<file path="src/ooo_pkg.sv">
package ooo_pkg;

    localparam int ARCH_WIDTH     = 3;
    localparam int PHY_WIDTH      = 5;
    localparam int ROB_WIDTH      = 4;
    localparam int ADDR_WIDTH     = 16;
    localparam int STORE_ID_WIDTH = 3;

    localparam int NUM_ARCH      = 1 << ARCH_WIDTH;
    // both union views share this width
    localparam int PAYLOAD_WIDTH = ADDR_WIDTH + 2;

    typedef enum logic [1:0] {
        OP_ALU    = 2'd0,
        OP_LOAD   = 2'd1,
        OP_STORE  = 2'd2,
        OP_BRANCH = 2'd3
    } op_class_t;

    // one decoded instruction at the rename input
    typedef struct packed {
        logic                  valid;
        op_class_t             op_class;
        logic                  writes_rd;
        logic [ARCH_WIDTH-1:0] rd_arch;
        logic [ADDR_WIDTH-1:0] pc;
    } rename_req_t;

    typedef struct packed {
        logic                  mispredict;
        logic                  actual_taken;
        logic [ADDR_WIDTH-1:0] actual_target;
    } branch_info_t;

    typedef struct packed {
        logic [PAYLOAD_WIDTH-STORE_ID_WIDTH-1:0] pad;
        logic [STORE_ID_WIDTH-1:0]               store_id;
    } store_info_t;

    // op_class picks the view
    typedef union packed {
        branch_info_t branch;
        store_info_t  store;
    } rob_payload_u;

    typedef struct packed {
        op_class_t             op_class;
        logic                  writes_rd;
        logic [ARCH_WIDTH-1:0] rd_arch;
        logic [PHY_WIDTH-1:0]  rd_phy_old;
        logic [PHY_WIDTH-1:0]  rd_phy_new;
        logic [ADDR_WIDTH-1:0] pc;
        rob_payload_u          payload;
    } rob_entry_t;

    typedef struct packed {
        op_class_t             op_class;
        logic                  writes_rd;
        logic [ARCH_WIDTH-1:0] rd_arch;
        logic [PHY_WIDTH-1:0]  rd_phy_new;
        logic [PHY_WIDTH-1:0]  rd_phy_old;
        logic [ADDR_WIDTH-1:0] pc;
        logic [ROB_WIDTH-1:0]  rob_id;
        rob_payload_u          payload;
    } retire_t;

endpackage

</file>
<file path="src/ooo_backend_top.sv">
`timescale 1ns/10ps

module ooo_backend_top #(
    parameter int NUM_ROB_ENTRY = 16,
    parameter int NUM_PHY       = 32
) (
    input  logic                               clk,
    input  logic                               rst,
    input  ooo_pkg::rename_req_t               req_0,
    input  ooo_pkg::rename_req_t               req_1,
    input  logic                               alu_valid,
    input  logic [ooo_pkg::ROB_WIDTH-1:0]      alu_rob_id,
    input  logic                               load_valid,
    input  logic [ooo_pkg::ROB_WIDTH-1:0]      load_rob_id,
    input  logic                               store_valid,
    input  logic [ooo_pkg::ROB_WIDTH-1:0]      store_rob_id,
    input  logic [ooo_pkg::STORE_ID_WIDTH-1:0] store_id,
    input  logic                               branch_valid,
    input  logic [ooo_pkg::ROB_WIDTH-1:0]      branch_rob_id,
    input  ooo_pkg::branch_info_t              branch_info,
    output logic                               stall,
    output logic [1:0]                         issue_valid,
    output logic [ooo_pkg::ROB_WIDTH-1:0]      issue_rob_id_0,
    output logic [ooo_pkg::ROB_WIDTH-1:0]      issue_rob_id_1,
    output logic [ooo_pkg::PHY_WIDTH-1:0]      issue_phy_0,
    output logic [ooo_pkg::PHY_WIDTH-1:0]      issue_phy_1,
    output logic                               retire_valid,
    output ooo_pkg::retire_t                   retire,
    output logic                               redirect_valid,
    output logic [ooo_pkg::ADDR_WIDTH-1:0]     redirect_pc
);
    import ooo_pkg::*;

    logic                 rob_full;
    logic                 flush;
    logic                 pop;
    logic [1:0]           dispatch_valid;
    rob_entry_t           dispatch_0;
    rob_entry_t           dispatch_1;
    rob_entry_t           head_entry;
    logic [ROB_WIDTH-1:0] head_id;

    rename_stage #(
        .NUM_PHY       (NUM_PHY),
        .NUM_ROB_ENTRY (NUM_ROB_ENTRY)
    ) rename_stage_inst (
        .clk            (clk),
        .rst            (rst),
        .req_0          (req_0),
        .req_1          (req_1),
        .rob_full       (rob_full),
        .flush          (flush),
        .retire_valid   (retire_valid),
        .retire         (retire),
        .stall          (stall),
        .dispatch_valid (dispatch_valid),
        .dispatch_0     (dispatch_0),
        .dispatch_1     (dispatch_1)
    );

    reorder_buffer #(
        .NUM_ROB_ENTRY (NUM_ROB_ENTRY)
    ) reorder_buffer_inst (
        .clk            (clk),
        .rst            (rst),
        .flush          (flush),
        .dispatch_valid (dispatch_valid),
        .dispatch_0     (dispatch_0),
        .dispatch_1     (dispatch_1),
        .alu_valid      (alu_valid),
        .alu_rob_id     (alu_rob_id),
        .load_valid     (load_valid),
        .load_rob_id    (load_rob_id),
        .store_valid    (store_valid),
        .store_rob_id   (store_rob_id),
        .store_id       (store_id),
        .branch_valid   (branch_valid),
        .branch_rob_id  (branch_rob_id),
        .branch_info    (branch_info),
        .rob_id_0       (issue_rob_id_0),
        .rob_id_1       (issue_rob_id_1),
        .rob_full       (rob_full),
        .rob_empty      (),
        .pop            (pop),
        .head_id        (head_id),
        .head_entry     (head_entry)
    );

    retire_stage retire_stage_inst (
        .clk            (clk),
        .rst            (rst),
        .pop            (pop),
        .head_id        (head_id),
        .head_entry     (head_entry),
        .retire_valid   (retire_valid),
        .retire         (retire),
        .flush          (flush),
        .redirect_valid (redirect_valid),
        .redirect_pc    (redirect_pc)
    );

    // execution side learns ids and destinations as the pair enters the rob
    assign issue_valid = dispatch_valid;
    assign issue_phy_0 = dispatch_0.rd_phy_new;
    assign issue_phy_1 = dispatch_1.rd_phy_new;

endmodule

</file>
<file path="src/rename_stage.sv">
`timescale 1ns/10ps

module rename_stage #(
    parameter int NUM_PHY       = 32,
    parameter int NUM_ROB_ENTRY = 16
) (
    input  logic                clk,
    input  logic                rst,
    input  ooo_pkg::rename_req_t req_0,
    input  ooo_pkg::rename_req_t req_1,
    input  logic                rob_full,
    input  logic                flush,
    input  logic                retire_valid,
    input  ooo_pkg::retire_t    retire,
    output logic                stall,
    output logic [1:0]          dispatch_valid,
    output ooo_pkg::rob_entry_t dispatch_0,
    output ooo_pkg::rob_entry_t dispatch_1
);
    import ooo_pkg::*;

    logic [PHY_WIDTH-1:0] spec_map [NUM_ARCH];
    logic [PHY_WIDTH-1:0] commit_map [NUM_ARCH];
    logic [PHY_WIDTH-1:0] commit_map_nxt [NUM_ARCH];
    logic [NUM_PHY-1:0]   free;
    logic [NUM_PHY-1:0]   free_nxt;
    logic [NUM_PHY-1:0]   commit_busy;
    logic [NUM_PHY-1:0]   commit_busy_nxt;
    logic [PHY_WIDTH-1:0] phy_a;
    logic [PHY_WIDTH-1:0] phy_b;
    logic                 found_a;
    logic                 found_b;
    logic                 accept;
    logic                 wr_0;
    logic                 wr_1;
    logic [PHY_WIDTH-1:0] phy_0;
    logic [PHY_WIDTH-1:0] phy_1;
    logic [PHY_WIDTH-1:0] old_1;

    // every rob entry must be able to hold a fresh register
    if (NUM_PHY < NUM_ARCH + NUM_ROB_ENTRY) begin : g_size_check
        $error("NUM_PHY too small for NUM_ROB_ENTRY");
    end

    // two lowest free registers
    always_comb begin
        found_a = 1'b0;
        found_b = 1'b0;
        phy_a   = '0;
        phy_b   = '0;
        for (int p = 0; p < NUM_PHY; p++) begin
            if (free[p] && found_a && !found_b) begin
                phy_b   = PHY_WIDTH'(p);
                found_b = 1'b1;
            end
            if (free[p] && !found_a) begin
                phy_a   = PHY_WIDTH'(p);
                found_a = 1'b1;
            end
        end
    end

    assign stall  = rob_full | ~found_b | flush;
    assign accept = ~stall;
    assign wr_0   = accept & req_0.valid & req_0.writes_rd;
    assign wr_1   = accept & req_1.valid & req_1.writes_rd;
    assign phy_0  = phy_a;
    assign phy_1  = wr_0 ? phy_b : phy_a;
    // slot 1 sees slot 0's new mapping
    assign old_1  = (wr_0 && req_0.rd_arch == req_1.rd_arch) ? phy_0 : spec_map[req_1.rd_arch];

    always_comb begin
        commit_map_nxt  = commit_map;
        commit_busy_nxt = commit_busy;
        free_nxt        = free;
        if (wr_0) begin
            free_nxt[phy_0] = 1'b0;
        end
        if (wr_1) begin
            free_nxt[phy_1] = 1'b0;
        end
        if (retire_valid && retire.writes_rd) begin
            commit_map_nxt[retire.rd_arch]  = retire.rd_phy_new;
            commit_busy_nxt[retire.rd_phy_old] = 1'b0;
            commit_busy_nxt[retire.rd_phy_new] = 1'b1;
            free_nxt[retire.rd_phy_old]     = 1'b1;
        end
    end

    always_ff @(posedge clk or posedge rst) begin
        if (rst) begin
            for (int r = 0; r < NUM_ARCH; r++) begin
                spec_map[r]   <= PHY_WIDTH'(r);
                commit_map[r] <= PHY_WIDTH'(r);
            end
            free           <= {{(NUM_PHY-NUM_ARCH){1'b1}}, {NUM_ARCH{1'b0}}};
            commit_busy    <= {{(NUM_PHY-NUM_ARCH){1'b0}}, {NUM_ARCH{1'b1}}};
            dispatch_valid <= 2'b00;
        end else begin
            commit_map  <= commit_map_nxt;
            commit_busy <= commit_busy_nxt;
            if (flush) begin
                // back to the committed state
                spec_map       <= commit_map_nxt;
                free           <= ~commit_busy_nxt;
                dispatch_valid <= 2'b00;
            end else begin
                free <= free_nxt;
                if (wr_0) begin
                    spec_map[req_0.rd_arch] <= phy_0;
                end
                if (wr_1) begin
                    spec_map[req_1.rd_arch] <= phy_1;
                end
                dispatch_valid <= accept ? {req_1.valid, req_0.valid} : 2'b00;
            end
        end
    end

    always_ff @(posedge clk) begin
        if (accept) begin
            dispatch_0.op_class   <= req_0.op_class;
            dispatch_0.writes_rd  <= req_0.writes_rd;
            dispatch_0.rd_arch    <= req_0.rd_arch;
            dispatch_0.rd_phy_old <= req_0.writes_rd ? spec_map[req_0.rd_arch] : '0;
            dispatch_0.rd_phy_new <= req_0.writes_rd ? phy_0 : '0;
            dispatch_0.pc         <= req_0.pc;
            dispatch_0.payload    <= '0;
            dispatch_1.op_class   <= req_1.op_class;
            dispatch_1.writes_rd  <= req_1.writes_rd;
            dispatch_1.rd_arch    <= req_1.rd_arch;
            dispatch_1.rd_phy_old <= req_1.writes_rd ? old_1 : '0;
            dispatch_1.rd_phy_new <= req_1.writes_rd ? phy_1 : '0;
            dispatch_1.pc         <= req_1.pc;
            dispatch_1.payload    <= '0;
        end
    end

    // free list and committed busy set never overlap at allocation
    assert property (@(posedge clk) disable iff (rst)
        (wr_0 |-> !commit_busy[phy_0]) and (wr_1 |-> !commit_busy[phy_1]))
        else $error("allocated a committed physical register");

endmodule

</file>
<file path="src/reorder_buffer.sv">
`timescale 1ns/10ps

module reorder_buffer #(
    parameter int NUM_ROB_ENTRY = 16
) (
    input  logic                                 clk,
    input  logic                                 rst,
    input  logic                                 flush,
    input  logic [1:0]                           dispatch_valid,
    input  ooo_pkg::rob_entry_t                  dispatch_0,
    input  ooo_pkg::rob_entry_t                  dispatch_1,
    input  logic                                 alu_valid,
    input  logic [ooo_pkg::ROB_WIDTH-1:0]        alu_rob_id,
    input  logic                                 load_valid,
    input  logic [ooo_pkg::ROB_WIDTH-1:0]        load_rob_id,
    input  logic                                 store_valid,
    input  logic [ooo_pkg::ROB_WIDTH-1:0]        store_rob_id,
    input  logic [ooo_pkg::STORE_ID_WIDTH-1:0]   store_id,
    input  logic                                 branch_valid,
    input  logic [ooo_pkg::ROB_WIDTH-1:0]        branch_rob_id,
    input  ooo_pkg::branch_info_t                branch_info,
    output logic [ooo_pkg::ROB_WIDTH-1:0]        rob_id_0,
    output logic [ooo_pkg::ROB_WIDTH-1:0]        rob_id_1,
    output logic                                 rob_full,
    output logic                                 rob_empty,
    output logic                                 pop,
    output logic [ooo_pkg::ROB_WIDTH-1:0]        head_id,
    output ooo_pkg::rob_entry_t                  head_entry
);
    import ooo_pkg::*;

    rob_entry_t               rob_mem [NUM_ROB_ENTRY];
    logic [NUM_ROB_ENTRY-1:0] finished;
    logic [ROB_WIDTH-1:0]     head;
    logic [ROB_WIDTH-1:0]     tail;
    logic [ROB_WIDTH-1:0]     slot_1;
    logic [ROB_WIDTH:0]       count;
    logic [ROB_WIDTH+1:0]     in_flight;
    logic [1:0]               n_disp;

    // pointers wrap on their own width
    if (NUM_ROB_ENTRY != (1 << ROB_WIDTH)) begin : g_depth_check
        $error("NUM_ROB_ENTRY must equal 2**ROB_WIDTH");
    end

    function automatic logic occupied(input logic [ROB_WIDTH-1:0] id);
        logic [ROB_WIDTH-1:0] offset;
        offset = id - head;
        return {1'b0, offset} < count;
    endfunction

    assign n_disp    = {1'b0, dispatch_valid[0]} + {1'b0, dispatch_valid[1]};
    assign slot_1    = dispatch_valid[0] ? tail + 1'b1 : tail;
    assign rob_id_0  = dispatch_valid[0] ? tail : '0;
    assign rob_id_1  = dispatch_valid[1] ? slot_1 : '0;
    // the pair entering this cycle already counts as in flight
    assign in_flight = {1'b0, count} + (ROB_WIDTH+2)'(n_disp);
    assign rob_full  = in_flight >= (ROB_WIDTH+2)'(NUM_ROB_ENTRY - 2);
    assign rob_empty = (count == '0);
    assign pop        = ~rob_empty & finished[head] & ~flush;
    assign head_id    = head;
    assign head_entry = rob_mem[head];

    always_ff @(posedge clk or posedge rst) begin
        if (rst) begin
            head     <= '0;
            tail     <= '0;
            count    <= '0;
            finished <= '0;
        end else if (flush) begin
            head     <= '0;
            tail     <= '0;
            count    <= '0;
            finished <= '0;
        end else begin
            tail  <= tail + ROB_WIDTH'(n_disp);
            count <= count + (ROB_WIDTH+1)'(n_disp) - (ROB_WIDTH+1)'(pop);
            if (pop) begin
                finished[head] <= 1'b0;
                head           <= head + 1'b1;
            end
            if (alu_valid) begin
                finished[alu_rob_id] <= 1'b1;
            end
            if (load_valid) begin
                finished[load_rob_id] <= 1'b1;
            end
            if (store_valid) begin
                finished[store_rob_id] <= 1'b1;
            end
            if (branch_valid) begin
                finished[branch_rob_id] <= 1'b1;
            end
        end
    end

    always_ff @(posedge clk) begin
        if (dispatch_valid[0]) begin
            rob_mem[tail] <= dispatch_0;
        end
        if (dispatch_valid[1]) begin
            rob_mem[slot_1] <= dispatch_1;
        end
        // completion fills the matching view of the payload
        if (store_valid) begin
            rob_mem[store_rob_id].payload.store.store_id <= store_id;
        end
        if (branch_valid) begin
            rob_mem[branch_rob_id].payload.branch <= branch_info;
        end
    end

    // rename must stall the cycle after full
    assert property (@(posedge clk) disable iff (rst) rob_full |=> dispatch_valid == 2'b00)
        else $error("dispatch into a full rob");

    assert property (@(posedge clk) disable iff (rst)
        (alu_valid |-> occupied(alu_rob_id)) and (load_valid |-> occupied(load_rob_id)) and
        (store_valid |-> occupied(store_rob_id)) and (branch_valid |-> occupied(branch_rob_id)))
        else $error("completion of an id outside the rob");

    assert property (@(posedge clk) disable iff (rst) count <= (ROB_WIDTH+1)'(NUM_ROB_ENTRY))
        else $error("rob count overflow");

endmodule

</file>
<file path="src/retire_stage.sv">
`timescale 1ns/10ps

module retire_stage (
    input  logic                             clk,
    input  logic                             rst,
    input  logic                             pop,
    input  logic [ooo_pkg::ROB_WIDTH-1:0]    head_id,
    input  ooo_pkg::rob_entry_t              head_entry,
    output logic                             retire_valid,
    output ooo_pkg::retire_t                 retire,
    output logic                             flush,
    output logic                             redirect_valid,
    output logic [ooo_pkg::ADDR_WIDTH-1:0]   redirect_pc
);
    import ooo_pkg::*;

    branch_info_t head_branch;
    logic         mispredict;

    // branch view of the payload is only meaningful for branches
    assign head_branch = head_entry.payload.branch;
    assign mispredict  = pop && head_entry.op_class == OP_BRANCH && head_branch.mispredict;

    always_ff @(posedge clk or posedge rst) begin
        if (rst) begin
            retire_valid <= 1'b0;
            flush        <= 1'b0;
        end else begin
            retire_valid <= pop;
            flush        <= mispredict;
        end
    end

    always_ff @(posedge clk) begin
        if (pop) begin
            retire <= '{
                op_class:   head_entry.op_class,
                writes_rd:  head_entry.writes_rd,
                rd_arch:    head_entry.rd_arch,
                rd_phy_new: head_entry.rd_phy_new,
                rd_phy_old: head_entry.rd_phy_old,
                pc:         head_entry.pc,
                rob_id:     head_id,
                payload:    head_entry.payload
            };
            redirect_pc <= head_branch.actual_target;
        end
    end

    assign redirect_valid = flush;

    // nothing younger may retire once the flush reaches the rob
    assert property (@(posedge clk) disable iff (rst)
        flush |-> (retire_valid && retire.op_class == OP_BRANCH) ##1 !retire_valid)
        else $error("flush without a retiring branch, or younger entry retired");

endmodule

</file>
<file path="config.mk">
export PLATFORM = sky130hd
export DESIGN_NAME = ooo_backend_top
export DESIGN_NICKNAME = d
export VERILOG_FILES = /design/src/ooo_pkg.sv /design/src/ooo_backend_top.sv /design/src/rename_stage.sv /design/src/reorder_buffer.sv /design/src/retire_stage.sv
export SDC_FILE = /design/constraint.sdc
export NUM_CORES = 2
export LEC_CHECK = 0
export BUFFER_PORTS_ARGS = -buffer_cell sky130_fd_sc_hd__buf_2
export CAP_MARGIN = 20
export CORE_UTILIZATION = 25
export CTS_CLUSTER_SIZE = 16
export DETAILED_ROUTE_END_ITERATION = 6
export PLACE_DENSITY = 0.42
export SKIP_LAST_GASP = 1
export SLEW_MARGIN = 25
export SYNTH_ARGS = -nofsm -noshare
export SYNTH_HDL_FRONTEND = slang
export SYNTH_HIERARCHICAL = 1
export SYNTH_SLANG_ARGS = --single-unit
</file>
<file path="constraint.sdc">
create_clock -name clk -period 14.5 [get_ports clk]
set_input_delay 2.9 -clock clk [delete_from_list [all_inputs] [get_ports clk]]
set_output_delay 2.9 -clock clk [all_outputs]
set_load 0.05 [all_outputs]
</file>
; ---- Word level (Yosys, flattened, before mapping)
; Memory sizes are Yosys's and may differ from the RTL's.
; Cells that the tools add are included.
; W data, S select, Z words.
[totals]
regBits = 311
ramBits = 800
out_inout_bits = 93
elab_cells = 480
memories = 1
[op_classes]
n_addsub = 7
magnitude_cmp = 25
eq_ne = 2
n_mux = 198
bitwise = 30
reduce_logical = 171
[memory_table]
columns = memory, depth, width, read_ports, rd_clocked_by_memory_dff, write_ports, line_no
row1 = reorder_buffer_inst.rob_mem, 16, 50, 1, 0, 4, reorder_buffer.sv:32  ; rob_entry_t rob_mem [NUM_ROB_ENTRY];
[op_table]
columns = op, count
row1 = $mux W5, 56
row2 = $mux W40, 5
row3 = $mux W16, 10
row4 = $mux W32, 5
row5 = $not A32 Y32, 4
row6 = $bwmux W40, 3
row7 = $logic_and A1 B1 Y1, 108
row8 = $and A32 B32 Y32, 3
row9 = $mux W1, 82
row10 = $or A16 B16 Y16, 4
row11 = $or A32 B32 Y32, 2
row12 = $logic_not A1 Y1, 61
row13 = $mux W4, 14
row14 = $demux W5 S3, 3
row15 = $bmux W5 S3, 2
row16 = $lt A4 B5 Y1 const B, 5
row17 = $lt A5 B6 Y1 const B, 4
row18 = $demux W1 S4, 5
row19 = $demux W1 S5, 4
row20 = $ge A4 B1 Y1 const B, 5
row21 = $ge A5 B1 Y1 const B, 4
row22 = $and A16 B16 Y16, 1
row23 = $not A16 Y16, 1
row24 = $ge A4 B4 Y1 const B, 3
row25 = other kinds (19), 39

; ---- Logic depth before layout (Yosys ltp)
[logic_depth]
depth_word = 111
ltp_mapped = 18
depth_no_buf = 16

; ---- Hierarchy
; Netlist, hierarchy kept.
[modules_own_cells]
columns = module, n_inst, cells_per_inst, area_each_um2, seq_area_each_um2
row1 = reorder_buffer, 1, 3252, 46100.5, 24748.7
row2 = rename_stage, 1, 1287, 12330.6, 5645.4
row3 = retire_stage, 1, 75, 1811.7, 1671.6

; ---- Worst setup path before layout
; No wires, ideal clock.
[synth_timing]
kind = register -> output
startpoint = register rename_stage_inst.dispatch_valid[0]
endpoint = output port stall
arrival_ps = 5021
t_required_ps = 11600
path_slack_ps = 6579
path_stages_with_launch = 10
n_path_buf = 0
cell_sequence = dfrtp_1 ha_1 ha_1 fa_1 a21oi_1 o21ai_0 a221o_1 nor2_1 o31a_1 inv_1
[synth_via]
elab_chain_len = 5
[synth_lines]
columns = item, line_no
row1 = from (decl), rename_stage.sv:16  ; output logic [1:0] dispatch_valid,
row2 = from (signal assigned), rename_stage.sv:115  ; dispatch_valid <= accept ? {req_1.valid, req_0.valid} : 2'b00;
row3 = $add A1 B1 Y2, reorder_buffer.sv:52  ; assign n_disp = {1'b0, dispatch_valid[0]} + {1'b0, dispatch_valid[1]};
row4 = $add A5 B2 Y6, reorder_buffer.sv:57  ; assign in_flight = {1'b0, count} + (ROB_WIDTH+2)'(n_disp);
row5 = $ge A6 B4 Y1, reorder_buffer.sv:58  ; assign rob_full = in_flight >= (ROB_WIDTH+2)'(NUM_ROB_ENTRY - 2);
row6 = named net rob_full, ooo_backend_top.sv:34  ; logic rob_full;
row7 = $or A1 B1 Y1 (2 in series), rename_stage.sv:63  ; assign stall = rob_full | ~found_b | flush;
row8 = to (decl), ooo_backend_top.sv:21  ; output logic stall,
; The timed path passes the listed nets, and every way through them passes these cells.

; ---- Worst setup path in the final report
[layout_timing]
startpoint = register rename_stage_inst.free[2]
endpoint = output port stall
[layout_via]
elab_chain_len = 93
word_cells_on_any_way = 208
classes_between = mux: 59 / bitwise: 3 / reduce/logical: 146
[layout_lines]
columns = item, line_no
row1 = from (decl), rename_stage.sv:25  ; logic [NUM_PHY-1:0] free;
row2 = from (signal assigned), rename_stage.sv:96  ; free <= {{(NUM_PHY-NUM_ARCH){1'b1}}, {NUM_ARCH{1'b0}}};
row3 = from (signal assigned), rename_stage.sv:105  ; free <= ~commit_busy_nxt;
row4 = from (signal assigned), rename_stage.sv:108  ; free <= free_nxt;
row5 = $logic_and A1 B1 Y1 (2 in series), rename_stage.sv:52  ; if (free[p] && found_a && !found_b) begin
row6 = $mux W1, rename_stage.sv:52
row7 = $logic_not A1 Y1, rename_stage.sv:52
row8 = $logic_and A1 B1 Y1, rename_stage.sv:52
row9 = $mux W1, rename_stage.sv:52
row10 = $logic_not A1 Y1, rename_stage.sv:52
row11 = $logic_and A1 B1 Y1, rename_stage.sv:52
row12 = $mux W1, rename_stage.sv:52
row13 = [... 75 more ...], n/a
row14 = $logic_not A1 Y1, rename_stage.sv:52
row15 = $logic_and A1 B1 Y1, rename_stage.sv:52
row16 = $mux W1, rename_stage.sv:52
row17 = $logic_not A1 Y1, rename_stage.sv:52
row18 = $logic_and A1 B1 Y1, rename_stage.sv:52
row19 = $mux W1 *, rename_stage.sv:52
row20 = $not A1 Y1 *, rename_stage.sv:63
row21 = $or A1 B1 Y1 * (2 in series), rename_stage.sv:63
; Mark *: on every way between the ends. The rest lies on a longest branch, timed or not.

==> out/metrics.yaml <==
numCtsBuffers: 137
status: "finished, final reports clean"
holdPathStages: 2
grt_pass1_wl_mm: 318
nets: 4697
required_ns: 11.60
final_common_cell: "edfxtp_1"
post-route-drc-count: 0
post_cts_buffers: 0
synth_top_area_cell: "edfxtp_1"
synth-edff-count: 918
grt_max_degree: 93
regToRegEndpoint: "rename_stage_inst/free[5]"
insertion_delay_ns: 0.81
path_class: "reg -> out"
core_um2: 239000
start_kind: "flop"
cp_max_fo: 14
finalCritPeriodShare: 0.511
postSynthRegisterBits: 1095
synth_async_sr_flop_share: 0.162
cp.arrival_ns: 4.51
rr_worst_depth: 12
hold_violations: 0
postRouteAntennaNets: 0
maxCapViolations: 0
yosysWarnings: 6
cts_tree: "yes"
rsz0062_at_grt: "false"
netlist_area_um2: 60200
fin_cells: 7868
grt-ovfl-total: 0
syn_avg_cell_area_um2: 13.1
cts.reportedPaths.clkPinSlew_ns: 0.06
numPlacedInstances: 7608
path_cells: "nor4_2 -> nand2_1 -> or4_1 -> a21oi_2 -> nand2_1 -> o31a_2 -> inv_1 -> buf_2"
rr_startpoint: "rename_stage_inst/dispatch_valid[0]"
ios: 182
crit_path_end_kind: "output pin"
finalWorstPathRequiredPeriod_ns: 7.41
relSlewSlack: 0.289
routed_wl_mm: 226
die_w_um: 493
first_global_vias: 40815
initial_core_util: 0.252
p_leak_nw: 23.7
post-dp-hpwl_mm: 133
hp-class: "reg -> reg"
antenna_found_initial: 28
first_pass_iters: 6
crit_top_cell: "nand2_1"
h-tree-depth: 4
skew_ns: 0.0447
critPathMaxStageDelay_ns: 0.71
slowest_stage: "nor4_2"
drive_gt1_frac: 0.309
drt_iter0_drc: 3645
fp.dieH_um: 493
netlist.area_leader.share: 0.458
fin_tns_setup_ns: 0
port_buffers: 181
area_growth_pct: 13.4
ctsLongestPathBuffers: 3
viasPerCell: 5.11
ys.flop_type: "edfxtp_1"
cts.hold.buffers_added: 0
yosysSeqAreaShare: 0.532
wl_per_cell_um: 28.8
syn_inst: 4614
setup_viol: 0
tightest_slew_ns: 1.06
p_per_area_nw_per_um2: 210
layout_common_cells: "edfxtp_1, mux2_2, a21oi_1"
multi_input_area_um2: 26000
reg2reg_slack_ns: 8.69
synthTopCellsByArea: "edfxtp_1, mux4_2, mux2_2, mux2i_1, dfrtp_1"
post_cts_resized: 0
min_to: "rename_stage_inst/commit_busy[0]"
gp_congestion: 0.854
fill_cells: 24436
path_delay_family: "simple AND/OR/NAND/NOR gates"
hp-start: "rename_stage_inst/commit_busy[0]"
vdd_drop_max_v: 0.000114
ys_types: 100
max_freq_mhz: 135
rows: 179
drv_slew: 0
clock-sinks: 1095
die_area_um2: 243000
cp.buffers_inverters: 2
seq_area_um2: 32100
grt_usage: 0.183
cts_root_buf: "clkbuf_16"
dr_total_vias: 40187
-- kinds of logic after synthesis --
group,after synthesis,share of synthesized area
compound gates,823,0.0841
xor+xnor,15,0.00218
other cells,1,0.0000622
buf+inv,555,0.0430
flops,1095,0.532
mux,1146,0.258
fa+ha+maj,33,0.00694
simple gates,946,0.0735
-- power breakdown --
| group | leakage [nW] | internal, mW | switching [mW] |
|---|---|---|---|
| clock | 2.06 | 1.88 | 1.45 |
| combinational | 11.2 | 2.20 | 3.18 |
| sequential | 10.5 | 4.64 | 0.957 |
| total | 23.7 | 8.73 | 5.59 |
-- layout make-up --
cell class / instances / area share
Clock inverter: 65 / 0.00848
Tap cell: 3167 / 0.0580
Sequential cell: 1095 / 0.470
Timing Repair Buffer: 295 / 0.0268
Inverter: 54 / 0.00304
Antenna cell: 13 / 0.000476
Clock buffer: 180 / 0.0536
Multi-Input combinational cell: 2999 / 0.380
-- flip-flops by register name (all words and copies together) (netlist names) --
| register | count |
|---|---|
| rename_stage_inst/dispatch_0 | 32 |
| rename_stage_inst/free | 32 |
| retire_stage_inst/retire_valid | 1 |
| rename_stage_inst/spec_map | 40 |
| rename_stage_inst/commit_map | 40 |
| reorder_buffer_inst/head_id | 4 |
| reorder_buffer_inst/count | 5 |
| rename_stage_inst/commit_busy | 32 |
| retire_stage_inst/flush | 1 |
| rename_stage_inst/dispatch_valid | 2 |
| reorder_buffer_inst/rob_mem | 800 |
| rename_stage_inst/dispatch_1 | 32 |
| reorder_buffer_inst/tail | 4 |
| retire_stage_inst/retire | 54 |
| reorder_buffer_inst/finished | 16 |
-- per-stage QoR --
step | worst slack (ns) | hold WS (ns) | util | cell area [um2] | power, mW
2_1_floorplan | 6.58 | 0.446 | - | 60400 | 9.03
3_3_place_gp | 8.05 | 0.468 | 0.268 | 63900 | 11.0
3_5_place_dp | 8.04 | 0.476 | 0.268 | 64000 | 11.1
4_1_cts | 7.15 | 0.488 | 0.286 | 68200 | 14.5
5_1_grt | 6.89 | 0.506 | 0.286 | 68300 | 15.0
6_report | 7.09 | 0.484 | 0.286 | 68300 | 14.3
-- metal layers --
metal	up-vias	GRT usage	share of wire
li1	17549	-	-
met1	20973	0.244	0.44
met2	1357	0.301	0.48
met3	292	0.0327	0.059
met5	-	0	0.00045
met4	16	0.0527	0.024
-- how the worst max path moves through the flow --
stage	startpoint	depth (start not counted)	slack, ns	endpoint
final	rename_stage_inst/free[2]	8	7.09	stall
after global routing	rename_stage_inst/free[2]	8	6.89	stall
after CTS	rename_stage_inst/free[0]	8	7.15	stall
after detailed placement	rename_stage_inst/free[0]	8	8.04	stall
after global placement	rename_stage_inst/free[0]	8	8.05	stall
after floorplan	rename_stage_inst/dispatch_valid[0]	9	6.58	stall
-- synthesized netlist by cell type, drive strengths merged, types with 7 or more instances --
cell type,n
nor4,18
edfxtp,918
nor2b,26
a21boi,9
dfstp,56
a211o,21
mux2,571
o22ai,12
or2,14
nand2b,22
nor2,312
and3b,8
a211oi,10
or4,7
o211ai,22
clkbuf,270
a22oi,24
a221oi,12
o21ai,219
maj3,7
xnor2,14
a31oi,55
ha,23
o31ai,11
nand3,61
mux2i,307
dfrtp,121
nor3b,19
o31a,7
nor3,54
nand3b,10
and2,37
a32oi,7
or3,11
a21oi,315
a22o,29
mux4,268
a31o,11
o21a,7
inv,53
and3,16
buf,231
a21o,7
nand2,314
-- worst register-to-register path: cells and delay by family, from the launching register on --
kind | cells | cell delay (ns)
compound gates | 6 | 2.21
simple gates | 3 | 1.70
fa+ha+maj | 3 | 1.06
flops | 1 | 0.71
Power figures use the tool's default switching activity.
